$ cat src/spmv_types_pkg.sv
// datapath types and default sizes for the spmv accelerator
// value, accumulator and row index words shared by every block
`default_nettype none

package spmv_types_pkg;

    localparam int VAL_W     = 16;  // matrix and x values
    localparam int ACC_W     = 32;  // products and row sums
    localparam int ROW_W     = 16;  // row index and row count
    localparam int XI_ADDR_W = 16;  // column index and Xi port address

    // signed fixed-point value, one nonzero or one x entry
    typedef logic signed [VAL_W-1:0] val_t;

    // row accumulator, wraps modulo 2^32
    typedef logic signed [ACC_W-1:0] acc_t;

    typedef logic [ROW_W-1:0] row_t;

    localparam int DEF_NUM_KERNEL = 4;   // parallel calc kernels
    localparam int DEF_XI_DEPTH   = 64;  // x entries held per kernel

endpackage

`default_nettype wire

$ cat src/xi_buffer.sv
// x vector store of one calc kernel
// shared Xi write port, registered read with one cycle latency
`timescale 1ns/10ps
`default_nettype none

module xi_buffer #(
    parameter int  XI_DEPTH  = spmv_types_pkg::DEF_XI_DEPTH,
    parameter int  KERNEL_ID = 0,
    localparam int IDX_W     = $clog2(XI_DEPTH)
) (
    input  logic                                 axis_clk,
    input  logic                                 xi_wr,
    input  logic [spmv_types_pkg::XI_ADDR_W-1:0] xi_addr,
    input  spmv_types_pkg::val_t                 xi_wdata,
    input  logic [IDX_W-1:0]                     rd_addr,
    output spmv_types_pkg::val_t                 rd_data
);

    spmv_types_pkg::val_t mem [XI_DEPTH];
    logic                 wr_sel;

    // upper address bits carry the kernel number
    assign wr_sel = xi_wr &&
                    (xi_addr[spmv_types_pkg::XI_ADDR_W-1:IDX_W] == KERNEL_ID);

    always_ff @(posedge axis_clk) begin
        if (wr_sel) begin
            mem[xi_addr[IDX_W-1:0]] <= xi_wdata;  // entry field
        end
    end

    always_ff @(posedge axis_clk) begin
        rd_data <= mem[rd_addr];  // old data on a same-cycle write
    end

endmodule

`default_nettype wire

$ cat config.mk
export PLATFORM = sky130hd
export DESIGN_NAME = xi_buffer
export DESIGN_NICKNAME = d
export VERILOG_FILES = /design/src/spmv_types_pkg.sv /design/src/xi_buffer.sv
export SDC_FILE = /design/constraint.sdc
export NUM_CORES = 1
export LEC_CHECK = 0
export BUFFER_PORTS_ARGS = -buffer_cell sky130_fd_sc_hd__buf_2
export CORE_MARGIN = 5
export CORE_UTILIZATION = 25
export DETAILED_ROUTE_END_ITERATION = 10
export GPL_TIMING_DRIVEN = 0
export PLACE_DENSITY = 0.39
export RECOVER_POWER = 50
export SETUP_SLACK_MARGIN = 0.2
export SLEW_MARGIN = 20
export SYNTH_ARGS = -nofsm -noshare
export SYNTH_HDL_FRONTEND = slang
export SYNTH_SLANG_ARGS = --single-unit
$ cat constraint.sdc
create_clock -name axis_clk -period 6 [get_ports axis_clk]
set_clock_uncertainty 0.15 [all_clocks]
set_input_delay 1.2 -clock axis_clk [delete_from_list [all_inputs] [get_ports axis_clk]]
set_output_delay 1.2 -clock axis_clk [all_outputs]
set_load 0.005 [all_outputs]
## After elaboration in Yosys (flattened, before gate mapping)

Memories as Yosys holds them, arrays and structs flattened. A register that Yosys moved wholly into a read port is not among the register bits.
Index checks and enable logic that the tools add are counted.

- Bits in registers: 0
- RAM bits: 1024
- Bits of input ports: 40
- Output and inout port bits: 16
- Word-level logic and storage cells: 5
- Memories: 1

- Muxes and demuxes: 2
- Reduce and logical (&&, ||, !) cells: 2

Memories:

| memory | depth | bits a word | rd ports | clocked after Yosys merged registers in | wr ports | RTL line | text |
|---|---|---|---|---|---|---|---|
| mem | 64 | 16 | 1 | 1 | 1 | xi_buffer.sv:19 | `spmv_types_pkg::val_t mem [XI_DEPTH];` |

Operators with widths:

| operator | number |
|---|---|
| $logic_not A10 Y1 | 1 |
| $mux W1 | 2 |
| $logic_and A1 B1 Y1 | 1 |

## Logic depth before layout (Yosys ltp)

- Word-level depth: 4
- Gate-level depth with buffers: 9
- Mapped depth without buffers: 5

## Least setup slack after synthesis

Ideal clock, no wire load.

- Path type: input port to flip-flop
- Start: input xi_addr[8] (netlist name)
- End: memory mem[31][0] (netlist name), enable pin
- Library setup time: 0.388 ns
- Arrival: 2.760 ns
- Required time: 5.462 ns
- Setup slack: 2.702 ns
- Cell stages on the path: 5
- Path buffers: 0
- Path through: nor4b_1 nand3_1 nor2_1 nand3_1 nor2_1

- Cells in the longest elaborated chain, start to end: 4

Ends and longest elaborated chain:

| what | RTL line | text |
|---|---|---|
| start: declaration | xi_buffer.sv:13 | `input logic [spmv_types_pkg::XI_ADDR_W-1:0] xi_addr,` |
| $logic_not A10 Y1 | xi_buffer.sv:24 | `(xi_addr[spmv_types_pkg::XI_ADDR_W-1:IDX_W] == KERNEL_ID);` |
| $logic_and A1 B1 Y1 | xi_buffer.sv:23 | `assign wr_sel = xi_wr &&` |
| $mux W1 | xi_buffer.sv:27 | `if (wr_sel) begin` |
| $mux W1 (implied by the code) | xi_buffer.sv:28 | `mem[xi_addr[IDX_W-1:0]] <= xi_wdata;` |
| end: declaration | xi_buffer.sv:19 |  |

Every way passes these cells.

==> flow_summary.json <==
{
  "status": "finished, violations left",
  "violations": "max-capacitance violations, max-slew violations",
  "cp_max_fo": 10,
  "switching_share": 0.215,
  "fmax_mhz": 239,
  "seqCellArea_um2": 31100,
  "synth_edf_count": 1024,
  "ys_warn_count": 0,
  "r2r_end": "rd_data[5]$_DFF_P_",
  "synth-seq-cells": 1040,
  "fp.dieArea_um2": 168000,
  "grt_use_met2": 0.225,
  "cts_tree": "yes",
  "top_usage_layer": "met2",
  "hpwl_um": 77300,
  "clk_path_buf_depth": 3,
  "timing.hold.ws_ps": 828,
  "cts-resized-gates": 0,
  "ctsRootBufferMaster": "clkbuf_16",
  "track_usage": 0.138,
  "fin_tns_setup_ps": 0,
  "ir_drop_v": 0.000187,
  "final_net_count": 2063,
  "yosysSeqAreaShare": 0.778,
  "numCtsBuffers": 108,
  "fin_crit_sh": 0.696,
  "ys.flop_type": "edfxtp_1",
  "wl_um": 117000,
  "htree_levels": 3,
  "setup_viol": 0,
  "p_switching_mw": 3.33,
  "tightestPinTransition_ps": 3510,
  "avgSynthCellArea_um2": 21.9,
  "power_mw": 15.5,
  "drt_iter0_drc": 1666,
  "pwr-share-seq": 0.517,
  "dr.pass1.iters": 5,
  "p_int_mw": 12.2,
  "final_max_slew_viol_count": 1045,
  "dp.cells": 3985,
  "yosysUniqueCellTypes": 39,
  "drive_above_1_share": 0.283,
  "clk_pin_slew_worst_paths_ps": 60,
  "layout_setup_ws_ps": 1820,
  "async_reset_ff_frac": 0,
  "r2r_cells": 5,
  "r2r_slack_ps": 3180,
  "grt_max_degree": 65,
  "grt_first_pass_wirelength_um": 162000,
  "cp-end-kind": "register",
  "cts_hold_buffers": 0,
  "drtAntennaViolNets": 0,
  "gp_congestion": 0.775,
  "use_met1": 0.190,
  "critPathKind": "input pin to register",
  "via_per_inst": 4.57,
  "hold_path.class": "register to register",
  "num_vias": 19147,
  "p_leak_nw": 14.4,
  "clock_latency_ps": 720,
  "syn_area_um2": 39900,
  "dieWidth_um": 410,
  "syn_inst": 1819,
  "rsz0062_at_grt": "false",
  "io_pins": 56,
  "place_ws_ps": 1260,
  "pwr_density_cell_nw_per_um2": 329,
  "timing.rr.start": "mem[23][5]$_DFFE_PP_",
  "wl_per_cell_um": 27.9,
  "final_cells": 4194,
  "slew_headroom": -1.34,
  "worst_hold_path.num_cells": 3,
  "antenna_found_initial": 10,
  "port_buffers": 50,
  "worstHoldEndpoint": "rd_data[6]$_DFF_P_",
  "area_growth_pct": 18.0,
  "final_core_util": 0.297,
  "comb_power_share": 0.050,
  "coreArea_um2": 159000,
  "finalHoldViolCount": 0,
  "grt_overflow_total": 0,
  "critPathLaunchType": "input pin",
  "multiInputGateArea_um2": 8480,
  "min_from": "mem[39][6]$_DFFE_PP_",
  "synth_fp_nets": 1859,
  "synth_top_area_share": 0.770,
  "initial_core_util": 0.252,
  "grt_pass1_vias": 20139,
  "fillers": 15418,
  "critPathRequiredTime_ps": 6350,
  "cts_num_sinks": 1040,
  "clock_power_share": 0.433,
  "fin_crit_ps": 4180,
  "die_height_um": 410,
  "max_cap_violations": 18,
  "drc": 0,
  "yosys.area.top_type": "edfxtp_1",
  "design_area_um2": 47100,
  "cts_setup_buffers": 0,
  "cp_data_arrival_time_ps": 4530,
  "placementRows": 146,
  "synth_area_leaders": "edfxtp_1 77%, mux4_2 13%, mux2i_1 2.3%, a22oi_1 1.0%, dfxtp_1 0.80%",
  "mostFrequentLayoutCells": "1024 x edfxtp_1, 224 x mux4_2, 115 x clkbuf_16",
  "final_common_cell": "edfxtp_1",
  "postPlaceCellArea_um2": 43600,
  "grtUsageMet3": 0.0266
}
## state kept, by name, indices dropped and copies added, names as in the netlist
name	count
rd_data	16
mem	1024
## per-layer routing
layer,vias up,share of wire,wire (um)
met5,-,0.00029,34
met4,6,0.017,1980
met3,104,0.058,6830
met2,512,0.48,56200
met1,10431,0.44,51800
li1,8094,-,-
## cells in the mapped netlist, drive strengths merged (3+ instances only)
cell type and n:
a31oi 9, buf 67, nor4 8, mux4 224
a211oi 10, a21oi 22, dfxtp 16, a311oi 16
mux2i 90, nand3b 3, a211o 9, nand3 27
nor2 82, nand2 37, nor2b 30, and3 7
a22oi 55, edfxtp 1024, mux2 22, a221oi 17
clkbuf 34
## critical path, stage by stage
cell,delay (ps)
buf_2,170
buf_2,320
nor2_1,700
clkbuf_1,630
nand2_1,150
nand3_1,150
a21oi_1,160
nor4_1,1020
## area by class of cell
class	count	area share
diodes	8	0.000425
plain buffers	101	0.0136
clock buffers	136	0.0628
clock inverters	65	0.0125
inverters	1	0.0000797
multi-input cells	677	0.180
flip-flops and latches	1040	0.660
well taps	2072	0.0550
repair buffers	94	0.0159
## worst max-delay path by stage
stage	end	slack [ps]	startpoint
4_1_cts	rd_data[14]$_DFF_P_	2020	rd_addr[3]
5_1_grt	rd_data[14]$_DFF_P_	1800	rd_addr[3]
6_report	rd_data[14]$_DFF_P_	1820	rd_addr[3]
3_3_place_gp	mem[23][4]$_DFFE_PP_	740	xi_addr[8]
3_5_place_dp	rd_data[14]$_DFF_P_	1260	rd_addr[3]
2_1_floorplan	mem[31][0]$_DFFE_PP_	2700	xi_addr[8]
## cell families after synthesis
family	count (synthesis)	share of synthesized area
buffers and inverters	102	0.0161
DFF	1040	0.778
AOI/OAI and AO/OA	139	0.0260
and+or+nand+nor	202	0.0244
muxes	336	0.155
## power by group through the flow
stage	combinational (mW)	sequential, mW	clock, mW
floorplan	0.376	8.15	0
CTS	0.801	7.99	6.90
global route	0.820	8.01	7.18
global placement	0.777	8.15	0
finish	0.768	8.01	6.71
detailed placement	0.800	8.15	0
Note: power is estimated with default switching activity, not from simulation.
