<file path="config.mk">
export PLATFORM = sky130hd
export DESIGN_NAME = spmv_calc_kernel
export DESIGN_NICKNAME = d
export VERILOG_FILES = /design/src/spmv_types_pkg.sv /design/src/spmv_regmap_pkg.sv /design/src/spmv_calc_kernel.sv
export SDC_FILE = /design/constraint.sdc
export NUM_CORES = 1
export LEC_CHECK = 0
export ABC_AREA = 1
export ABC_CLOCK_PERIOD_IN_PS = 11300
export BUFFER_PORTS_ARGS = -buffer_cell sky130_fd_sc_hd__buf_2
export CORE_ASPECT_RATIO = 0.8
export CORE_UTILIZATION = 35
export DETAILED_ROUTE_END_ITERATION = 8
export MAX_ROUTING_LAYER = met4
export SLEW_MARGIN = 20
export SYNTH_ARGS = -nofsm -noshare
export SYNTH_HDL_FRONTEND = slang
export SYNTH_SLANG_ARGS = --single-unit
</file>
<file path="constraint.sdc">
create_clock -name axis_clk -period 11.3 [get_ports axis_clk]
set_input_delay 0.565 -clock axis_clk [delete_from_list [all_inputs] [get_ports axis_clk]]
set_output_delay 0.565 -clock axis_clk [all_outputs]
set_load 0.1 [all_outputs]
</file>
<file path="src/spmv_types_pkg.sv">
// datapath types and default sizes for the spmv accelerator
// value, accumulator and row index words shared by every block
`default_nettype none

package spmv_types_pkg;

    localparam int VAL_W     = 16;  // matrix and x values
    localparam int ACC_W     = 32;  // products and row sums
    localparam int ROW_W     = 16;  // row index and row count
    localparam int XI_ADDR_W = 16;  // column index and Xi port address

    // signed fixed-point value, one nonzero or one x entry
    typedef logic signed [VAL_W-1:0] val_t;

    // row accumulator, wraps modulo 2^32
    typedef logic signed [ACC_W-1:0] acc_t;

    typedef logic [ROW_W-1:0] row_t;

    localparam int DEF_NUM_KERNEL = 4;   // parallel calc kernels
    localparam int DEF_XI_DEPTH   = 64;  // x entries held per kernel

endpackage

`default_nettype wire

</file>
<file path="src/spmv_regmap_pkg.sv">
// register map of the spmv config block
// three words per kernel: control, row base and completed-row status
`default_nettype none

package spmv_regmap_pkg;

    localparam int CFG_WORDS_PER_KERNEL = 3;

    // word offsets inside one kernel's group
    localparam int CFG_CTRL      = 0;
    localparam int CFG_ROW_BASE  = 1;
    localparam int CFG_ROWS_DONE = 2;  // read only

    localparam int CTRL_ENABLE_BIT   = 0;
    localparam int CTRL_SOFT_RST_BIT = 7;  // holds the kernel in reset while set

    // field view of the control word, msb first
    typedef struct packed {
        logic [23:0] rsvd_hi;
        logic        soft_rst;  // bit 7
        logic [5:0]  rsvd_lo;
        logic        enable;    // bit 0
    } ctrl_view_t;

    // register block keeps raw words, kernels look at the field view
    typedef union packed {
        logic [31:0] raw;
        ctrl_view_t  ctl;
    } cfg_word_u;

endpackage

`default_nettype wire

</file>
<file path="src/spmv_calc_kernel.sv">
// spmv calc kernel, multiply-accumulate of one row's nonzeros against x
// emits the row sum with its global row index on the last nonzero
`timescale 1ns/10ps
`default_nettype none

module spmv_calc_kernel #(
    parameter int  XI_DEPTH = spmv_types_pkg::DEF_XI_DEPTH,
    localparam int IDX_W    = $clog2(XI_DEPTH)
) (
    input  logic                                 arst_n,
    input  logic                                 axis_clk,
    input  spmv_regmap_pkg::cfg_word_u           ctrl,
    input  spmv_types_pkg::row_t                 row_base,
    input  logic                                 nz_valid,
    input  logic [spmv_types_pkg::XI_ADDR_W-1:0] nz_col,
    input  spmv_types_pkg::val_t                 nz_val,
    input  logic                                 nz_last,
    output logic [IDX_W-1:0]                     xi_rd_addr,
    input  spmv_types_pkg::val_t                 xi_rd_data,
    output logic                                 res_valid,
    output spmv_types_pkg::row_t                 res_row,
    output spmv_types_pkg::acc_t                 res_data,
    output spmv_types_pkg::row_t                 rows_done
);

    // stage 1 issues the x read, stage 2 meets the returned x
    logic                 s1_valid;
    logic [IDX_W-1:0]     s1_col;
    spmv_types_pkg::val_t s1_val;
    logic                 s1_last;
    logic                 s2_valid;
    spmv_types_pkg::val_t s2_val;
    logic                 s2_last;

    spmv_types_pkg::acc_t acc;
    spmv_types_pkg::acc_t prod;
    spmv_types_pkg::acc_t acc_sum;

    assign xi_rd_addr = s1_col;
    assign prod       = s2_val * xi_rd_data;  // signed, sign-extended to 32 bits
    assign acc_sum    = acc + prod;           // wraps

    always_ff @(posedge axis_clk or negedge arst_n) begin
        if (!arst_n) begin
            s1_valid  <= 1'b0;
            s2_valid  <= 1'b0;
            res_valid <= 1'b0;
            acc       <= '0;
            rows_done <= '0;
        end else if (ctrl.ctl.soft_rst) begin
            s1_valid  <= 1'b0;  // drop whatever is in flight
            s2_valid  <= 1'b0;
            res_valid <= 1'b0;
            acc       <= '0;
            rows_done <= '0;
        end else begin
            s1_valid  <= nz_valid && ctrl.ctl.enable;
            s2_valid  <= s1_valid;
            res_valid <= s2_valid && s2_last;
            if (s2_valid) begin
                if (s2_last) begin
                    acc       <= '0;  // next row starts clean
                    rows_done <= rows_done + 1'b1;
                end else begin
                    acc <= acc_sum;
                end
            end
        end
    end

    always_ff @(posedge axis_clk) begin
        s1_col  <= nz_col[IDX_W-1:0];
        s1_val  <= nz_val;
        s1_last <= nz_last;
        s2_val  <= s1_val;
        s2_last <= s1_last;
        if (s2_valid && s2_last) begin
            res_data <= acc_sum;
            res_row  <= row_base + rows_done;  // global row index
        end
    end

    a_col_in_range: assert property (@(posedge axis_clk) disable iff (!arst_n)
        nz_valid && ctrl.ctl.enable |-> nz_col < XI_DEPTH)
        else $error("nz_col %0d beyond x store depth %0d", nz_col, XI_DEPTH);

endmodule

`default_nettype wire

</file>
# After elaboration in Yosys (flattened, before gate mapping)
# Index checks and enable logic that the tools add are counted.
# totals
reg_bits,139
inputBits,100
output_inout_bits,71
elab_cells,30
# op_classes
n_reduce_logical,5
mux,9
add_sub_neg,3
multipliers,1
# ops
operator,n
32-bit two-way mux,3
16-bit two-way mux,3
32-bit adder,1
16-bit by 16-bit multiplier with 32-bit output,1
16-bit by 1-bit adder with 16-bit output (second input constant),1
16-bit adder,1
2-bit nonzero test,2
1-bit two-way mux,3
1-bit logical AND,2
2-bit AND reduction,1

# Depth between registers and ports, before layout
# logic_depth
depth_word,5
depth_mapped,30
ltp_nobuf,28

# Worst setup path after synthesis
# No wires, ideal clock.
# synth_timing
kind,in2reg
from,input port xi_rd_data[1]
to,register res_data[31] (data pin)
required_time_ns,11.045
stages,24
path_buffers,1
setup_time_ns,0.255
path_slack_ns,5.379
t_arrival_ns,5.667
path_cell_list,clkbuf_1 nand2_1 inv_1 fa_1 inv_1 fa_1 inv_1 fa_1 inv_1 fa_1 inv_1 fa_1 inv_1 fa_1 inv_1 ha_1 nand2_1 nor2_1 inv_1 nor3_1 nand2_1 nand3_1 nand3_1 and2_1
# synth_between
elab_chain_cells,2
# synth_lines
item,line_no,rtl
start: declaration,spmv_calc_kernel.sv:19,"input spmv_types_pkg::val_t xi_rd_data,"
16-bit by 16-bit multiplier with 32-bit output,spmv_calc_kernel.sv:40,assign prod = s2_val * xi_rd_data;
32-bit adder,spmv_calc_kernel.sv:41,assign acc_sum = acc + prod;
net acc_sum[31],spmv_calc_kernel.sv:37,spmv_types_pkg::acc_t acc_sum;
end signal: assignment,spmv_calc_kernel.sv:78,res_data <= acc_sum;
end: declaration,spmv_calc_kernel.sv:22,"output spmv_types_pkg::acc_t res_data,"
# The timed path passes the listed nets, and every way through them passes these cells.
# A chain may end at the register's enable or synchronous reset.

# Worst setup path in the final report
# layout_timing
from,register s2_val[15]
to,register res_data[29] (data pin)
# layout_between
elab_chain_cells,2
# layout_lines
item,line_no,rtl
start: declaration,spmv_calc_kernel.sv:32,spmv_types_pkg::val_t s2_val;
start signal: assignment,spmv_calc_kernel.sv:75,s2_val <= s1_val;
16-bit by 16-bit multiplier with 32-bit output,spmv_calc_kernel.sv:40,
32-bit adder,spmv_calc_kernel.sv:41,
net acc_sum[29],spmv_calc_kernel.sv:37,
# The timed path passes the listed nets, and every way through them passes these cells.

==> run metrics <==
grt ovf=0; Hold Path Class=primary input to flop; wire per inst=15.48 um; Simple-Gate Fraction of Synth Area=0.1676; largest net degree at the start of global routing=52; Gate Count Post-Synth=1,980; Port Buf Inserts=130; Synth Area in XOR/XNOR=0.01714; status=finished, final reports clean; Max Fclk=0.1491 GHz; Post-Syn Nets=2,487; Clock Pin Slew Worst Setup and Hold Paths=0.07 ns; Post-Synth Adder-Cell Area=0.4323; Slew HR=0.3784; Die Y-Extent=198.3 um; # IOs=171; Final Slew Violations=0; RSZ-0062 raised after global routing=no; Syn Area/Cell=8.518 um^2; Antenna Nets Post-Route=0; cells along the critical path=nand2_1 > inv_1 > fa_1 > inv_1 > fa_1 > inv_1 > fa_1 > inv_1 > fa_1 > inv_1 > fa_1 > inv_1 > fa_1 > inv_1 > ha_1 > nand2_1 > nor2_1 > nand2_1 > nor3_1 > o21ai_0 > nand2_1 > nand2_1 > and2_1; Post-CTS Resized=0; Synth Area in Compound Gates=0.03984; clock skew=0.01968 ns; via count=12,470; most frequent cells in the layout=inv_1, nand2_1, fa_1, buf_2, ha_1; largest family of logic cells by synthesized area=adder cells; critical path's slowest cell=fa_1; Site Rows=71; first-pass GRT wire length=70,100 um; later-pin clock latency in the skew report=0.45 ns; Arr. time, crit path=6.90 ns; most common cell after layout, fill and taps aside=inv_1; Worst setup SP type=flop; Detailed Place HPWL=35,080 um; Synth Cell Area=16,870 um^2; die area=49,080 um^2; First-pass DRT Iterations=7; n_diodes=0; share of layout cells above drive strength 1=0.09226; CTS root buffer=clkbuf_16; part of the cycle the worst path needs=0.5935; YS warnings=0; CTS tree=built; Worst Slack Setup Final=4.594 ns; CP required=11.49 ns; Area growth, synth to finish=10.44%; H-tree depth=4; fillcell total=4,808; post-CTS setup buffers=0; Final setup viols=0; mux contribution to synthesized area=0; Num CTS Buffers=17; vias per cell=4.618; max-cap violations=0; maximum fanout along the worst path=16; crit end category=flop; setup TNS=0 ns; initial antenna violation count=1; count of different cell masters after synthesis=44; vias in the first global route=13,240; final wirelength=41,820 um; CTS Hold Buffers Added=0; chip width=247.4 um; max incr delay on CP=0.76 ns; post-synthesis sequential area ratio=0.2086; Final #Nets=2,575; endpoints failing hold=0; Max clock buf depth=2; drt first-iter violations=813; # clock sinks=139; core area=47,260 um^2; Worst-Margin Slew=0.9297 ns; #FFs+latches synth=139; most used cell, CP=inv_1; Final Critical Period=6.706 ns; initial core utilization=0.3569; Crit Path Class=flop to flop; routability cong.=0.9141; Place WS=4.492 ns; DRC Markers=0; GRT Resource Usage Total=0.1897; final design utilization=0.3941
-- Yosys cell counts (all sizes together) --
cell / instances / share of area
nor2: 79 / 0.019
and2: 14 / 0.0053
dfrtp: 51 / 0.076
nand4: 10 / 0.0037
a211oi: 1 / 0.00045
a22o: 9 / 0.0047
o21a: 2 / 0.00089
nand3b: 6 / 0.0027
a21oi: 58 / 0.018
xor2: 24 / 0.012
and3: 1 / 0.00037
a22oi: 1 / 0.00045
nand3: 62 / 0.020
a21o: 6 / 0.0027
nor4: 1 / 0.00037
nand2: 487 / 0.11
o21ai: 33 / 0.0098
edfxtp: 48 / 0.085
fa: 293 / 0.35
nor3: 14 / 0.0051
a31oi: 1 / 0.00037
xnor2: 9 / 0.0047
or2: 6 / 0.0022
o31ai: 3 / 0.0013
nor3b: 1 / 0.00074
inv: 538 / 0.12
dfxtp: 40 / 0.047
buf: 4 / 0.0011
o21bai: 3 / 0.0013
ha: 114 / 0.085
clkbuf: 61 / 0.014
-- logic make-up after synthesis --
group,Yosys count
and+or+nand+nor,681
xor gates and xnor gates,33
AOI/OAI and AO/OA,117
buffers and inverters,603
adders and majority gates,407
DFF,139
-- per-layer routing --
layer	vias up	wire [um]	track usage
li1	5958	-	-
met2	302	17970	0.2699
met3	33	2111	0.02657
met5	-	0	-
met1	6180	21240	0.2841
met4	0	502	0.04067
-- critical path, delay by kind of cell, from the launching register on --
kind            cells  cell delay, ns
simple gates        8            1.19
flops               1            0.55
buf+inv             7            0.64
fa+ha+maj           7            3.81
compound gates      1            0.26
-- sequential cells by signal (all words and copies together), names as in the netlist, 6 cells and up --
name / cells
acc: 32
res_data: 32
res_row: 16
rows_done: 16
s1_val: 16
s2_val: 16
xi_rd_addr: 6
-- final timing paths --
path | slack (ns) | endpoint | from | cells after the start
setup reg to reg | 4.59 | res_data[29] | s2_val[15] | 23
max in group asynchronous | 10.54 | acc[11] | arst_n | 2
hold reg to reg | 0.33 | s2_val[4] | s1_val[4] | 0
min in group asynchronous | 0.26 | rows_done[14] | arst_n | 2
setup / recovery | 4.59 | res_data[29] | s2_val[15] | 23
hold / removal | 0.22 | xi_rd_addr[0] | nz_col[0] | 1
-- area by class of cell --
type | count | area, um^2 | share of cell area
clock buffer | 19 | 442.9 | 0.02378
clock inverter | 13 | 107.6 | 0.005777
inverter | 538 | 2019 | 0.1084
multi-input combinational | 1238 | 11080 | 0.5950
sequential | 139 | 3518 | 0.1889
tap | 620 | 775.7 | 0.04165
timing repair buffer | 134 | 680.7 | 0.03654
-- per-stage QoR --
step	hold WS (ns)	cells	area (um^2)
final	0.2154	2701	18630
after global routing	0.1875	2701	18630
after CTS	0.1791	2701	18630
after detailed placement	0.3132	2669	18080
after global placement	0.3127	2669	18080
after floorplan	0.2694	1980	16870
Power is not shown: default switching activity piles up to over one toggle a cycle in this logic, so the estimate is an artifact.
