File: src/spmv_types_pkg.sv
// datapath types and default sizes for the spmv accelerator
// value, accumulator and row index words shared by every block
`default_nettype none

package spmv_types_pkg;

    localparam int VAL_W     = 16;  // matrix and x values
    localparam int ACC_W     = 32;  // products and row sums
    localparam int ROW_W     = 16;  // row index and row count
    localparam int XI_ADDR_W = 16;  // column index and Xi port address

    // signed fixed-point value, one nonzero or one x entry
    typedef logic signed [VAL_W-1:0] val_t;

    // row accumulator, wraps modulo 2^32
    typedef logic signed [ACC_W-1:0] acc_t;

    typedef logic [ROW_W-1:0] row_t;

    localparam int DEF_NUM_KERNEL = 4;   // parallel calc kernels
    localparam int DEF_XI_DEPTH   = 64;  // x entries held per kernel

endpackage

`default_nettype wire

File: src/result_arbiter.sv
// round-robin merge of kernel row results onto one output stream
// one hold slot per kernel, one slot drained per cycle
`timescale 1ns/10ps
`default_nettype none

module result_arbiter #(
    parameter int  NUM_KERNEL = spmv_types_pkg::DEF_NUM_KERNEL,
    localparam int KID_W      = (NUM_KERNEL > 1) ? $clog2(NUM_KERNEL) : 1
) (
    input  logic                                  arst_n,
    input  logic                                  axis_clk,
    input  logic                 [NUM_KERNEL-1:0] k_res_valid,
    input  spmv_types_pkg::row_t [NUM_KERNEL-1:0] k_res_row,
    input  spmv_types_pkg::acc_t [NUM_KERNEL-1:0] k_res_data,
    output logic                                  res_valid,
    output logic [KID_W-1:0]                      res_kernel,
    output spmv_types_pkg::row_t                  res_row,
    output spmv_types_pkg::acc_t                  res_data
);

    logic                 [NUM_KERNEL-1:0] slot_full;
    spmv_types_pkg::row_t [NUM_KERNEL-1:0] slot_row;
    spmv_types_pkg::acc_t [NUM_KERNEL-1:0] slot_data;

    logic [KID_W-1:0]      last_gnt;  // search starts just after this one
    logic                  gnt_any;
    logic [KID_W-1:0]      gnt_idx;
    logic [NUM_KERNEL-1:0] drain;

    always_comb begin : p_pick
        int idx;
        gnt_any = 1'b0;
        gnt_idx = last_gnt;
        drain   = '0;
        for (int i = 1; i <= NUM_KERNEL; i++) begin
            idx = int'(last_gnt) + i;
            if (idx >= NUM_KERNEL) begin
                idx = idx - NUM_KERNEL;  // wrap around the ring
            end
            if (!gnt_any && slot_full[idx]) begin
                gnt_any = 1'b1;
                gnt_idx = KID_W'(idx);
            end
        end
        if (gnt_any) begin
            drain[gnt_idx] = 1'b1;
        end
    end

    always_ff @(posedge axis_clk or negedge arst_n) begin
        if (!arst_n) begin
            slot_full <= '0;
            last_gnt  <= '0;
            res_valid <= 1'b0;
        end else begin
            slot_full <= k_res_valid | (slot_full & ~drain);  // refill allowed while draining
            res_valid <= gnt_any;
            if (gnt_any) begin
                last_gnt <= gnt_idx;
            end
        end
    end

    always_ff @(posedge axis_clk) begin
        for (int k = 0; k < NUM_KERNEL; k++) begin
            if (k_res_valid[k]) begin
                slot_row[k]  <= k_res_row[k];
                slot_data[k] <= k_res_data[k];
            end
        end
        res_kernel <= gnt_idx;
        res_row    <= slot_row[gnt_idx];
        res_data   <= slot_data[gnt_idx];
    end

    // kernels finishing rows too close together would overwrite a waiting result
    for (genvar k = 0; k < NUM_KERNEL; k++) begin : g_chk
        a_slot_overrun: assert property (@(posedge axis_clk) disable iff (!arst_n)
            k_res_valid[k] |-> !slot_full[k] || drain[k])
            else $error("kernel %0d result arrived while its hold slot was full", k);
    end

endmodule

`default_nettype wire

File: config.mk
export PLATFORM = sky130hd
export DESIGN_NAME = result_arbiter
export DESIGN_NICKNAME = d
export VERILOG_FILES = /design/src/spmv_types_pkg.sv /design/src/result_arbiter.sv
export SDC_FILE = /design/constraint.sdc
export NUM_CORES = 1
export LEC_CHECK = 0
export BUFFER_PORTS_ARGS = -buffer_cell sky130_fd_sc_hd__buf_2
export CORE_ASPECT_RATIO = 0.7
export CORE_UTILIZATION = 51
export DETAILED_ROUTE_END_ITERATION = 16
export HOLD_SLACK_MARGIN = 0.12
export PLACE_DENSITY = 0.9
export SYNTH_ARGS = -nofsm -noshare
export SYNTH_HDL_FRONTEND = slang
export SYNTH_SLANG_ARGS = --single-unit
File: constraint.sdc
create_clock -name axis_clk -period 2.7 [get_ports axis_clk]
set_clock_uncertainty 0.15 [all_clocks]
set_input_delay 0.27 -clock axis_clk [delete_from_list [all_inputs] [get_ports axis_clk]]
set_output_delay 0.27 -clock axis_clk [all_outputs]
set_load 0.01 [all_outputs]
Word level (Yosys, flattened, before mapping)
Cells that the tools add are included.

Bits in registers: 249. Output and inout port bits: 51.

$add $sub $neg: 8. $lt $le $gt $ge: 10. Muxes and demuxes: 31. Bitwise gates (word level): 3. Reduce and logical (&&, ||, !) cells: 7.

Operators with widths (number): $mux 32 (5); $lt 32x4->1 const B (4); $bmux 32 s2 (1); $bmux 16 s2 (1); $mux 16 (1); $mux 1 (13); $sub 3x3->4 const B (3); $ge 3x3->1 const B (3); $bmux 1 s2 (4); $mux 2 (4); $add 2x2->3 const B (2); $sub 4x3->5 const B (1); $add 2x3->4 const B (1); $and 4x4->4 (1); $ge 4x3->1 const B (1); $logic_and 1x1->1 (4); $mux 4 (1); $not 4->4 (1); $or 4x4->4 (1); $add 2x1->3 const B (1); $logic_not 1->1 (3); $lt 2x3->1 const B (1); $demux 1 s2 (1); $ge 2x1->1 const B (1).

Longest topological paths before layout
Depth in word-level cells: 24. Mapped depth: 8.

Worst setup path before layout
OpenSTA, ideal clock, no wires.

Path kind: register to register. From: register last_gnt[1]. To: register res_data[22]. Library setup time: 0.139 ns. Arrival time: 1.566 ns. Required time: 2.411 ns. Setup slack: 0.844 ns. Stages on the path, launching flop included: 8. Cell sequence: dfrtp_1 mux2_1 o221a_2 buf_6 buf_4 buf_4 nand2_1 a32oi_1.

Word-level cells in the longest chain between the ends: 18. Elaborated cells between the ends (all ways): 43. Classes of those cells: 8 x add/sub; 4 x order compare; 25 x mux; 6 x reduce/logical.

RTL lines: from (decl) (line result_arbiter.sv:25) `logic [KID_W-1:0] last_gnt;`; from (signal assigned) (line result_arbiter.sv:59) `last_gnt <= gnt_idx;`; $add 2x1->3 (line result_arbiter.sv:36) `idx = int'(last_gnt) + i;`; $sub 3x3->4 or $ge 3x3->1 (tied branches) (line result_arbiter.sv:38, result_arbiter.sv:37); $mux 32 (line result_arbiter.sv:37) `if (idx >= NUM_KERNEL) begin`; $bmux 1 s2 (line result_arbiter.sv:40) `if (!gnt_any && slot_full[idx]) begin`; $mux 1 (not written as such) (2 in a row) (line result_arbiter.sv:40); $mux 1 (line result_arbiter.sv:40); $logic_not 1->1 (line result_arbiter.sv:40); $logic_and 1x1->1 (line result_arbiter.sv:40); $mux 1 (line result_arbiter.sv:40); $logic_not 1->1 (line result_arbiter.sv:40); $logic_and 1x1->1 (line result_arbiter.sv:40); $mux 1 (line result_arbiter.sv:40); $logic_not 1->1 (line result_arbiter.sv:40); $logic_and 1x1->1 (line result_arbiter.sv:40); $mux 2 (*) (line result_arbiter.sv:40); $bmux 32 s2 (*) (line result_arbiter.sv:73) `res_data <= slot_data[gnt_idx];`; $mux 32 (not written as such) (*) (line result_arbiter.sv:73); to (signal assigned) (line result_arbiter.sv:73); to (decl) (line result_arbiter.sv:18) `output spmv_types_pkg::acc_t res_data`.

Mark *: on every way between the ends. The rest lies on a longest branch, timed or not. The select of a mux whose other input is x is not followed. A chain may end at the register's enable or synchronous reset.

Worst setup path in the final report
From: register last_gnt[1]. To: register res_row[4].

Word-level cells in the longest chain between the ends: 18. Elaborated cells between the ends (all ways): 43. Classes of those cells: 8 x add/sub; 4 x order compare; 25 x mux; 6 x reduce/logical.

RTL lines: $add 2x1->3 (line result_arbiter.sv:36); $sub 3x3->4 or $ge 3x3->1 (tied branches) (line result_arbiter.sv:38, result_arbiter.sv:37); $mux 32 (line result_arbiter.sv:37); $bmux 1 s2 (line result_arbiter.sv:40); $mux 1 (not written as such) (2 in a row) (line result_arbiter.sv:40); $mux 1 (line result_arbiter.sv:40); $logic_not 1->1 (line result_arbiter.sv:40); $logic_and 1x1->1 (line result_arbiter.sv:40); $mux 1 (line result_arbiter.sv:40); $logic_not 1->1 (line result_arbiter.sv:40); $logic_and 1x1->1 (line result_arbiter.sv:40); $mux 1 (line result_arbiter.sv:40); $logic_not 1->1 (line result_arbiter.sv:40); $logic_and 1x1->1 (line result_arbiter.sv:40); $mux 2 (*) (line result_arbiter.sv:40); $bmux 16 s2 (*) (line result_arbiter.sv:72) `res_row <= slot_row[gnt_idx];`; $mux 16 (not written as such) (*) (line result_arbiter.sv:72); to (signal assigned) (line result_arbiter.sv:72); to (decl) (line result_arbiter.sv:17) `output spmv_types_pkg::row_t res_row,`.

Marks and branches as above.

==> impl_metrics.py <==
metrics = {
    "outcome": {
        "run_status": "completed",
    },
    "clocking": {
        "post_cts_resize_count": 0,
        "cts.clk_slew.worst_paths_ps": 70,
        "clk_path_buf_depth": 3,
        "cts-buffers-inserted": 23,
        "cts_root_buf": "clkbuf_16",
        "h-tree-depth": 1,
        "postCtsHoldBufs": 196,
        "clock_sinks": 249,
        "cts_tree": "built",
        "cts_setup_buffers": 0,
        "worstSkewPairLatency_ps": 510,
    },
    "route": {
        "via_per_inst": 5.45,
        "drt-initial-drc-count": 636,
        "num_vias": 6752,
        "drcViolationCount": 0,
        "routed_wl_mm": 26.6,
        "first_pass_iters": 5,
        "route.antenna.remaining_nets": 0,
        "wire_per_inst_microns": 21.5,
    },
    "yosys": {
        "ys_async_sr_fraction": 0.0281,
        "synth_common_cells": "192 x edfxtp_1, 145 x nand2_1, 50 x dfxtp_1, 49 x a21oi_1, 48 x a32oi_1",
        "yosysTopAreaCellShare": 0.681,
        "synth_fp_nets": 742,
        "ys_seq_area_frac": 0.819,
        "synth_warnings": 0,
        "synth.most_common_cell": "edfxtp_1",
        "synth.distinct_cells": 24,
        "netlist_top_cells_area": "edfxtp_1 68%, dfxtp_1 12%, nand2_1 6.4%",
        "yosysTopAreaCell": "edfxtp_1",
        "synth_edf_count": 192,
        "yosys_most_used_dff": "edfxtp_1",
        "syn-cell-area_sq_um": 8470,
        "synthCells": 544,
        "synth_area_per_cell_sq_um": 15.6,
        "ys_seq_elements": 249,
    },
    "floorplan": {
        "die_w_microns": 156,
        "io_pins": 249,
        "fp.dieH_microns": 110,
        "initial_core_util": 0.520,
        "fp-row-count": 39,
        "core_sq_um": 16300,
        "die_area_sq_um": 17100,
    },
    "sta": {
        "setup_violations": 0,
        "drv_slew": 0,
        "fmax_ghz": 0.422,
        "rsz0062_at_grt": "no",
        "slew_headroom": 0.583,
        "worst_pin_slew_ps": 626,
        "post-route-min-period_ps": 2370,
        "finalCritPeriodShare": 0.878,
        "hold_violations": 0,
        "whs_ps": 155,
        "fin_ws_ps": 328,
        "fin_tns_setup_ps": 0,
    },
    "global_route": {
        "first_global_vias": 6950,
        "antenna_found_initial": 1,
        "gr-total-overflow": 0,
        "grt_pass1_wl_mm": 38.2,
        "grtUsageTotal": 0.303,
        "grt_max_degree": 61,
    },
    "placed_design": {
        "dp.cells": 998,
        "portBuffers": 248,
        "dpl.hpwl_mm": 13.1,
        "place_congestion": 0.785,
        "dp_slack_ps": 392,
    },
    "power_and_ir_drop": {
        "power_w": 0.0133,
        "power.leakage_nw": 5.16,
        "comb_power_share": 0.354,
        "p_per_area_nw_per_um2": 1040,
        "vdd_drop_max_mv": 0.921,
        "pwr-share-seq": 0.387,
        "p_sw_w": 0.00467,
        "clock_power_share": 0.259,
        "internal_power_w": 0.00865,
        "swShare": 0.350,
    },
    "cells_and_area": {
        "fill_cells": 861,
        "area_growth_pct": 50.7,
        "drive_above_1_share": 0.297,
        "multi_input_area_sq_um": 1360,
        "final_cells": 1239,
        "layout.nets": 1192,
        "regArea_sq_um": 6940,
    },
    "hold_path": {
        "hp-class": "input port to register",
    },
    "critical_path": {
        "cp_max_fo": 41,
        "cp.arrival_ps": 2650,
        "endpoint_kind": "register",
        "start_kind": "register",
        "critPathKind": "register to register",
        "critPathRequiredTime_ps": 2980,
    },
    "run": {
        "cap_violations": 0,
    },
}
-- kinds of logic (layout without fill, tap and decap cells) --
group,after synthesis,in the layout,share of synthesized area
DFF,249,249,0.819
and+or+nand+nor,153,153,0.0706
AOI/OAI and AO/OA,104,104,0.0843
buffers and inverters,36,503,0.0229
muxes,2,2,0.00266
other,0,3,0
-- registers in the layout (all words and copies together), names as in the netlist --
| register | cells |
|---|---|
| slot_data | 128 |
| slot_row | 64 |
| res_data | 32 |
| res_row | 16 |
| slot_full | 4 |
| last_gnt | 2 |
| res_kernel | 2 |
| res_valid | 1 |
-- final cells by class --
class                      instances  share of cell area
timing repair buffer             457               0.263
inverter                           4             0.00157
clock buffer                      32              0.0501
tap                              225              0.0221
clock inverter                    10              0.0122
sequential                       249               0.544
antenna                            3            0.000588
multi-input combinational        259               0.106
-- worst max-delay path, cell delays in order, from the launching register on --
cell	delay [ps]
dfrtp_1	430
mux2_1	360
o221a_4	390
inv_6	330
buf_12	240
nand2_1	110
a32oi_1	240
-- routing by layer --
metal | up-vias | wire (microns) | global-route usage
met1 | 3206 | 9880 | 0.380
met3 | 74 | 3210 | 0.0855
met5 | - | 0 | 0
met2 | 539 | 12800 | 0.510
li1 | 2933 | - | -
met4 | 0 | 754 | 0.104
-- placed cells by master (no fill, tap or decap) --
cell type and count:
clkbuf_16 23, nand2b_1 3, nand2_1 145, nand3b_1 1, nor3_1 1, a21oi_1 49, buf_12 5, or4_1 1
clkinv_1 1, dlygate4sd3_1 196, mux2_1 2, or2_1 1, o21ai_0 2, or3b_2 1, clkinvlp_4 1, a31oi_1 1
a21o_1 2, inv_6 2, a31oi_4 1, a32oi_1 48, buf_2 248, bufinv_16 4, clkinv_2 3, diode_2 3
inv_1 3, edfxtp_1 192, o221a_4 1, dfxtp_1 50, clkbuf_1 6, buf_4 8, clkbuf_8 3, dfrtp_1 7
-- power by group through the flow --
stage	Combinational [W]	Clock, W	Sequential [W]
floorplan	0.00266	0	0.00535
global placement	0.00401	0	0.00517
detailed placement	0.00422	0	0.00519
CTS	0.00448	0.00342	0.00511
global route	0.00505	0.00363	0.00520
finish	0.00472	0.00344	0.00515
-- worst paths after layout --
check / start / to / slack, ps / depth (start not counted)
worst min register to register: slot_row[26] / res_row[10] / 360 / 2
worst max register to register: last_gnt[1] / res_row[4] / 330 / 6
worst max-delay path: last_gnt[1] / res_row[4] / 330 / 6
max in group asynchronous: arst_n / last_gnt[0] / 1570 / 3
worst min-delay path: k_res_valid[2] / slot_row[44] / 150 / 1
min in group asynchronous: arst_n / last_gnt[1] / 580 / 3
-- stage by stage --
stage	instance area (sq um)	util
finish	12800	0.783
global route	12800	0.783
CTS	12800	0.783
detailed placement	10000	0.614
global placement	10000	0.614
floorplan	8470	-
Power figures use the tool's default switching activity.
