--- config.mk ---
export PLATFORM = sky130hd
export DESIGN_NAME = spmv_system_config
export DESIGN_NICKNAME = d
export VERILOG_FILES = /design/src/spmv_types_pkg.sv /design/src/spmv_regmap_pkg.sv /design/src/spmv_system_config.sv
export SDC_FILE = /design/constraint.sdc
export NUM_CORES = 1
export LEC_CHECK = 0
export BUFFER_PORTS_ARGS = -buffer_cell sky130_fd_sc_hd__buf_2
export CAP_MARGIN = 30
export CELL_PAD_IN_SITES_DETAIL_PLACEMENT = 1
export CELL_PAD_IN_SITES_GLOBAL_PLACEMENT = 2
export CORE_MARGIN = 5
export CORE_UTILIZATION = 36
export DETAILED_ROUTE_END_ITERATION = 16
export PLACE_DENSITY_LB_ADDON = 0.05
export SYNTH_ARGS = -nofsm -noshare
export SYNTH_HDL_FRONTEND = slang
export SYNTH_SLANG_ARGS = --single-unit
--- constraint.sdc ---
create_clock -name axis_clk -period 2.2 [get_ports axis_clk]
set_clock_uncertainty 0.15 [all_clocks]
set_input_delay 0.44 -clock axis_clk [delete_from_list [all_inputs] [get_ports axis_clk]]
set_output_delay 0.44 -clock axis_clk [all_outputs]
set_load 0.005 [all_outputs]
--- src/spmv_types_pkg.sv ---
// datapath types and default sizes for the spmv accelerator
// value, accumulator and row index words shared by every block
`default_nettype none

package spmv_types_pkg;

    localparam int VAL_W     = 16;  // matrix and x values
    localparam int ACC_W     = 32;  // products and row sums
    localparam int ROW_W     = 16;  // row index and row count
    localparam int XI_ADDR_W = 16;  // column index and Xi port address

    // signed fixed-point value, one nonzero or one x entry
    typedef logic signed [VAL_W-1:0] val_t;

    // row accumulator, wraps modulo 2^32
    typedef logic signed [ACC_W-1:0] acc_t;

    typedef logic [ROW_W-1:0] row_t;

    localparam int DEF_NUM_KERNEL = 4;   // parallel calc kernels
    localparam int DEF_XI_DEPTH   = 64;  // x entries held per kernel

endpackage

`default_nettype wire

--- src/spmv_regmap_pkg.sv ---
// register map of the spmv config block
// three words per kernel: control, row base and completed-row status
`default_nettype none

package spmv_regmap_pkg;

    localparam int CFG_WORDS_PER_KERNEL = 3;

    // word offsets inside one kernel's group
    localparam int CFG_CTRL      = 0;
    localparam int CFG_ROW_BASE  = 1;
    localparam int CFG_ROWS_DONE = 2;  // read only

    localparam int CTRL_ENABLE_BIT   = 0;
    localparam int CTRL_SOFT_RST_BIT = 7;  // holds the kernel in reset while set

    // field view of the control word, msb first
    typedef struct packed {
        logic [23:0] rsvd_hi;
        logic        soft_rst;  // bit 7
        logic [5:0]  rsvd_lo;
        logic        enable;    // bit 0
    } ctrl_view_t;

    // register block keeps raw words, kernels look at the field view
    typedef union packed {
        logic [31:0] raw;
        ctrl_view_t  ctl;
    } cfg_word_u;

endpackage

`default_nettype wire

--- src/spmv_system_config.sv ---
// per-kernel configuration and status registers
// single-cycle strobe writes, reads answer one cycle later
`timescale 1ns/10ps
`default_nettype none

module spmv_system_config #(
    parameter int  NUM_KERNEL = spmv_types_pkg::DEF_NUM_KERNEL,
    localparam int CFG_AW     = $clog2(NUM_KERNEL * spmv_regmap_pkg::CFG_WORDS_PER_KERNEL)
) (
    input  logic                                        arst_n,
    input  logic                                        axis_clk,
    input  logic                                        cfg_wr,
    input  logic                                        cfg_rd,
    input  logic [CFG_AW-1:0]                           cfg_addr,
    input  logic [31:0]                                 cfg_wdata,
    output logic [31:0]                                 cfg_rdata,
    output logic                                        cfg_rvalid,
    input  spmv_types_pkg::row_t      [NUM_KERNEL-1:0]  rows_done,
    output spmv_regmap_pkg::cfg_word_u [NUM_KERNEL-1:0] cfg_ctrl,
    output spmv_types_pkg::row_t      [NUM_KERNEL-1:0]  row_base
);

    logic [NUM_KERNEL-1:0][31:0] base_q;  // full row-base words, read back raw
    logic [31:0]                 rd_word;

    always_ff @(posedge axis_clk or negedge arst_n) begin
        if (!arst_n) begin
            cfg_ctrl <= '0;  // every kernel starts disabled
            base_q   <= '0;
        end else if (cfg_wr) begin
            for (int k = 0; k < NUM_KERNEL; k++) begin
                if (cfg_addr == k * spmv_regmap_pkg::CFG_WORDS_PER_KERNEL +
                                spmv_regmap_pkg::CFG_CTRL) begin
                    cfg_ctrl[k].raw <= cfg_wdata;
                end
                if (cfg_addr == k * spmv_regmap_pkg::CFG_WORDS_PER_KERNEL +
                                spmv_regmap_pkg::CFG_ROW_BASE) begin
                    base_q[k] <= cfg_wdata;
                end
            end
        end
    end

    always_comb begin
        for (int k = 0; k < NUM_KERNEL; k++) begin
            row_base[k] = spmv_types_pkg::row_t'(base_q[k]);  // low half feeds the kernel
        end
    end

    // read mux, unmapped addresses fall through as zero
    always_comb begin
        rd_word = '0;
        for (int k = 0; k < NUM_KERNEL; k++) begin
            if (cfg_addr == k * spmv_regmap_pkg::CFG_WORDS_PER_KERNEL +
                            spmv_regmap_pkg::CFG_CTRL) begin
                rd_word = cfg_ctrl[k].raw;
            end
            if (cfg_addr == k * spmv_regmap_pkg::CFG_WORDS_PER_KERNEL +
                            spmv_regmap_pkg::CFG_ROW_BASE) begin
                rd_word = base_q[k];
            end
            if (cfg_addr == k * spmv_regmap_pkg::CFG_WORDS_PER_KERNEL +
                            spmv_regmap_pkg::CFG_ROWS_DONE) begin
                rd_word = {16'b0, rows_done[k]};  // live count from the kernel
            end
        end
    end

    always_ff @(posedge axis_clk or negedge arst_n) begin
        if (!arst_n) begin
            cfg_rvalid <= 1'b0;
        end else begin
            cfg_rvalid <= cfg_rd;
        end
    end

    always_ff @(posedge axis_clk) begin
        if (cfg_rd) begin
            cfg_rdata <= rd_word;
        end
    end

    a_no_rd_wr_overlap: assert property (@(posedge axis_clk) disable iff (!arst_n)
        !(cfg_rd && cfg_wr))
        else $error("cfg_rd and cfg_wr high in the same cycle");

    for (genvar k = 0; k < NUM_KERNEL; k++) begin : g_chk
        // kernel must drop its row count one edge after soft reset is seen
        a_soft_rst_clears: assert property (@(posedge axis_clk) disable iff (!arst_n)
            cfg_ctrl[k].raw[spmv_regmap_pkg::CTRL_SOFT_RST_BIT] |=> rows_done[k] == '0)
            else $error("kernel %0d row count not cleared by soft reset", k);

        // once the pipeline has drained, a disabled kernel completes no rows
        a_idle_stable: assert property (@(posedge axis_clk) disable iff (!arst_n)
            (!cfg_ctrl[k].raw[spmv_regmap_pkg::CTRL_ENABLE_BIT] &&
             !cfg_ctrl[k].raw[spmv_regmap_pkg::CTRL_SOFT_RST_BIT]) [*3]
            |=> $stable(rows_done[k]))
            else $error("disabled kernel %0d completed a row", k);
    end

endmodule

`default_nettype wire

; Word level (Yosys, flattened, before mapping)
; Index checks and enable logic that the tools add are counted.
[word_totals]
reg_bits = 289
input_bits = 104
out_inout_bits = 225
word_cells = 43
[classes]
eq_ne = 11
muxes = 12
reduce_logical = 9
[op_table]
columns = cell, count
row1 = 32-bit two-way mux, 11
row2 = 4-bit by 3-bit equality test with 1-bit output (second input constant), 4
row3 = 4-bit equality test (second input constant), 4
row4 = 16-bit two-way mux, 1
row5 = 2-bit AND reduction, 8
row6 = 4-bit by 2-bit equality test with 1-bit output (second input constant), 2
row7 = 4-bit by 1-bit equality test with 1-bit output (second input constant), 1
row8 = 4-bit logical NOT, 1

; Longest topological paths before layout
[depth]
depth_word = 13
ltp_mapped = 8
ltp_nobuf = 5

; Least setup slack after synthesis
; OpenSTA, ideal clock, no wires.
[synth_path]
kind = input -> register
start = in cfg_addr[0]
end = reg cfg_rdata[16], data pin
setup_time_ps = 269
t_arrival_ps = 1671
required_time_ps = 1781
path_slack_ps = 110
cell_stages = 8
n_path_buf = 4
cell_sequence = buf_4 > buf_4 > buf_4 > buf_4 > mux2i_1 > nor2_1 > a221oi_1 > o21ai_0
[synth_via]
elab_chain_cells = 12
word_cells_on_any_way = 23
cone_classes = eq/ne (11) / mux (11) / reduce/logical (1)
[synth_rtl]
columns = item, line
row1 = start: declaration, spmv_system_config.sv:14  ; input logic [CFG_AW-1:0] cfg_addr,
row2 = 4-bit logical NOT, spmv_system_config.sv:54  ; if (cfg_addr == k * spmv_regmap_pkg::CFG_WORDS_PER_KERNEL +
row3 = 32-bit two-way mux, spmv_system_config.sv:54
row4 = 32-bit two-way mux, spmv_system_config.sv:58  ; if (cfg_addr == k * spmv_regmap_pkg::CFG_WORDS_PER_KERNEL +
row5 = 32-bit two-way mux, spmv_system_config.sv:62  ; if (cfg_addr == k * spmv_regmap_pkg::CFG_WORDS_PER_KERNEL +
row6 = 32-bit two-way mux, spmv_system_config.sv:54
row7 = 32-bit two-way mux, spmv_system_config.sv:58
row8 = 32-bit two-way mux, spmv_system_config.sv:62
row9 = 32-bit two-way mux, spmv_system_config.sv:54
row10 = 32-bit two-way mux, spmv_system_config.sv:58
row11 = 32-bit two-way mux, spmv_system_config.sv:62
row12 = 32-bit two-way mux, spmv_system_config.sv:54
row13 = 32-bit two-way mux, spmv_system_config.sv:58
row14 = end signal: assignment, spmv_system_config.sv:79  ; cfg_rdata <= rd_word;
row15 = end: declaration, spmv_system_config.sv:16  ; output logic [31:0] cfg_rdata,
; Parallel ways exist; a longest one is shown, timed or not.
; A chain may end at the register's enable or synchronous reset.

; Final worst setup path
[layout_path]
start = reg cfg_ctrl[47] (netlist bit)
end = reg cfg_rdata[15], data pin
[layout_via]
elab_chain_cells = 9
[layout_rtl]
columns = item, line
row1 = start: declaration, spmv_system_config.sv:19  ; output spmv_regmap_pkg::cfg_word_u [NUM_KERNEL-1:0] cfg_ctrl,
row2 = 32-bit two-way mux, spmv_system_config.sv:54
row3 = 32-bit two-way mux, spmv_system_config.sv:58
row4 = 32-bit two-way mux, spmv_system_config.sv:62
row5 = 32-bit two-way mux, spmv_system_config.sv:54
row6 = 32-bit two-way mux, spmv_system_config.sv:58
row7 = 32-bit two-way mux, spmv_system_config.sv:62
row8 = 32-bit two-way mux, spmv_system_config.sv:54
row9 = 32-bit two-way mux, spmv_system_config.sv:58
row10 = 16-bit two-way mux, spmv_system_config.sv:62
row11 = named net rd_word[15], spmv_system_config.sv:24  ; logic [31:0] rd_word;
; The timed path passes the listed nets, and every way through them passes these cells.

==> results.txt <==
Outcome - finished clean
Power dissipated by switching net loads - 4.85 mW
First-pass GRT wire length - 76700 um
Leakage - 7.96 nW
Number of antenna violations at the first check in global routing - 3
Horizontal extent of the die - 206 um
Final antenna diode count - 0
Antenna viol nets, final - 0
Die Area - 0.0423 mm2
Kind of start point of the critical path - flop
GRT Overall Usage - 24.5%
Initial DRC count - 491
Maximum number of pins on one net before global-route repair - 49
Worst slew pin tran - 803 ps
# placed instances - 1850
RePlAce Congestion - 0.764
Count of H-tree levels built during CTS - 2
Via count of the first global-routing pass - 11300
Initial standard-cell utilization of the core - 36.5%
Cells after synthesis - 1074
Number of CTS-inserted buffers - 36
Power share of the combinational group - 20.7%
Relative area change from synthesis to final layout - 26.0%
Cell internal power dissipation - 11.9 mW
Post-route total power - 16.7 mW
Layout Cells excl Fill - 1915
Clock tree from TritonCTS - yes
Endpoint class of the critical path - flop
Latest clock arrival within the worst-skew pair - 540 ps
Most area-consuming cells after synthesis - sky130_fd_sc_hd__dfrtp_1 (47%), sky130_fd_sc_hd__mux2_2 (21%), sky130_fd_sc_hd__edfxtp_1 (7.0%)
Proportion of power drawn by the clock network - 34.5%
Top flip-flop cell by instance count after synthesis - sky130_fd_sc_hd__dfrtp_1
Minimum clock period - 1860 ps
CTS Buffer Depth - 3
Number of rows in the core area - 71
Num Clock Sinks - 289
Finish-stage setup viols - 0
Seq/Total Area, Yosys - 53.7%
DP Worst Slack - -193 ps
Net total in the final layout - 1482
Count of flip-flops with a built-in enable after synthesis - 32
Final WS setup - 339 ps
Unrepaired setup endpoints after global routing - no
Warnings from Yosys - 0
Final Max Slew Viols - 0
Total placed instance area - 0.0162 mm2
Highest ir drop seen on vdd - 0.000622 V
Most frequent cells after synthesis - sky130_fd_sc_hd__dfrtp_1 (257), sky130_fd_sc_hd__mux2_2 (256), sky130_fd_sc_hd__buf_4 (84)
Fraction of layout cells with a size suffix above 1 - 53.1%
Clock slew at the register clock pins of the worst setup and hold paths - 60 ps
Critical setup path kind - flop to flop
Share of synthesized flip-flops with an asynchronous set or reset - 88.9%
Number of primary I/O pins - 329
Aggregate negative setup slack - 0 ps
WL final - 52200 um
Switching share of total power - 29.0%
Dpl hpwl - 36200 um
Portion of synthesized cell area occupied by the leading cell type - 46.7%
Max-slew headroom at the worst pin - 46.2%
1st-pass router iterations - 5
Sequential group share of total power - 44.8%
Final count of hold timing violations - 0
Number of vias after detailed routing - 10300
Max-Cap Viols - 0
Cell variety after synth - 38
Netlist Area Pre-Place - 0.0138 mm2
Core Region - 0.0378 mm2
Routed via count divided by cell count - 5.40
Post-layout util - 45.9%
Required @ worst endpoint - 2330 ps
Library cell with the highest instance count after synthesis - sky130_fd_sc_hd__dfrtp_1
Clock root cell - sky130_fd_sc_hd__clkbuf_16
Buffers on Ports - 328
Maximum fanout along the worst path - 3
Design area - 0.0173 mm2
Net count after synthesis - 1178
Post-CTS setup buffers - 0
Overflow after GRT - 0
Worst Path Arrival - 1990 ps
Worst Hold Class - primary input to flop
Power density normalized to cell area - 965 mW/mm2
Minimum hold slack - 106 ps
Crit share post-route - 84.6%
DRC errors left - 0
#FFs+latches synth - 289
Syn_area_per_cell - 12.8 um2
Die Y - 206 um
Max Fclk - 537 MHz
Largest area contributor in the netlist - sky130_fd_sc_hd__dfrtp_1
FF-to-FF setup slack - 340 ps
Wirelength per Cell - 27.2 um
power by group through the flow:
stage                     clock network (mW)  logic (mW)  registers (mW)
after detailed placement                   0        3.52            7.61
after CTS                               5.95        3.54            7.52
after global placement                     0        3.45            7.57
after floorplan                            0        1.99            7.35
final                                   5.78        3.46            7.50
after global routing                    6.15        3.79            7.66
final timing paths:
check                      cells after the start       endpoint          start
setup / recovery                               4  cfg_rdata[15]   cfg_ctrl[47]
hold / removal                                 2     base_q[22]  cfg_wdata[22]
setup reg to reg                               4  cfg_rdata[15]   cfg_ctrl[47]
hold reg to reg                                1     base_q[49]     base_q[49]
max in group asynchronous                      3    base_q[126]         arst_n
min in group asynchronous                      2   row_base[28]         arst_n
state kept, by name, summed over array words and instances (netlist names):
name        count
cfg_rvalid      1
base_q         64
cfg_ctrl      128
row_base       64
cfg_rdata      32
critical path, cell delays in order (launching register included):
cell	delay (ps)
sky130_fd_sc_hd__dfrtp_1	410
sky130_fd_sc_hd__mux4_2	490
sky130_fd_sc_hd__or2_2	290
sky130_fd_sc_hd__a31oi_1	170
sky130_fd_sc_hd__o22ai_1	100
layout make-up:
type                       count  area, um2
fill                        4019      20400
sequential                   289       7390
multi-input combinational    640       5500
timing repair buffer         409       2660
clock buffer                  57       1100
tap                          511        639
clock inverter                 7       51.3
inverter                       2       7.51
layout by cell type (no fill, tap or decap), types with 3 or more instances in the layout:
cell type                     n
sky130_fd_sc_hd__edfxtp_1    32
sky130_fd_sc_hd__mux2i_1     33
sky130_fd_sc_hd__nor2b_2      5
sky130_fd_sc_hd__mux2_2     256
sky130_fd_sc_hd__buf_4       49
sky130_fd_sc_hd__nor2_4       3
sky130_fd_sc_hd__a22oi_1     28
sky130_fd_sc_hd__mux4_2       8
sky130_fd_sc_hd__nand2_1     76
sky130_fd_sc_hd__o22a_1      16
sky130_fd_sc_hd__clkbuf_8    10
sky130_fd_sc_hd__buf_2      326
sky130_fd_sc_hd__nand3_2      3
sky130_fd_sc_hd__buf_12      31
sky130_fd_sc_hd__o221ai_1    12
sky130_fd_sc_hd__a31oi_1     12
sky130_fd_sc_hd__clkbuf_1    10
sky130_fd_sc_hd__dfrtp_1    257
sky130_fd_sc_hd__a211o_1     11
sky130_fd_sc_hd__nand3_1      7
sky130_fd_sc_hd__a221oi_1    43
sky130_fd_sc_hd__clkbuf_16   37
sky130_fd_sc_hd__nor2b_1      3
sky130_fd_sc_hd__nor2_1      29
sky130_fd_sc_hd__o21ai_1     10
sky130_fd_sc_hd__o21ai_0     46
sky130_fd_sc_hd__clkinv_2     3
sky130_fd_sc_hd__a21oi_1     18
repair_timing:
item / in CTS / in global routing
gates resized for setup: 0 / 0
hold buffers: 1 / 0
hold endpoints to repair: 40 / 0
metal layers:
metal	up-vias	part of all wire, %	global-route usage, %
li1	4532	-	-
met1	5414	44	32.7
met2	309	48	40.6
met3	83	5.6	4.92
met4	6	2.3	7.01
met5	-	0.090	0
kinds of logic (layout without fill, tap and decap cells):
group                  Yosys count  after routing  synth area share (%)
AND/OR/NAND/NOR                138            138                  4.41
flip-flops                     289            289                  53.7
buffers and inverters          145            475                  6.76
multiplexers                   298            298                  24.7
AO/OA/AOI/OAI                  204            204                  10.4
Power figures use the tool's default switching activity.
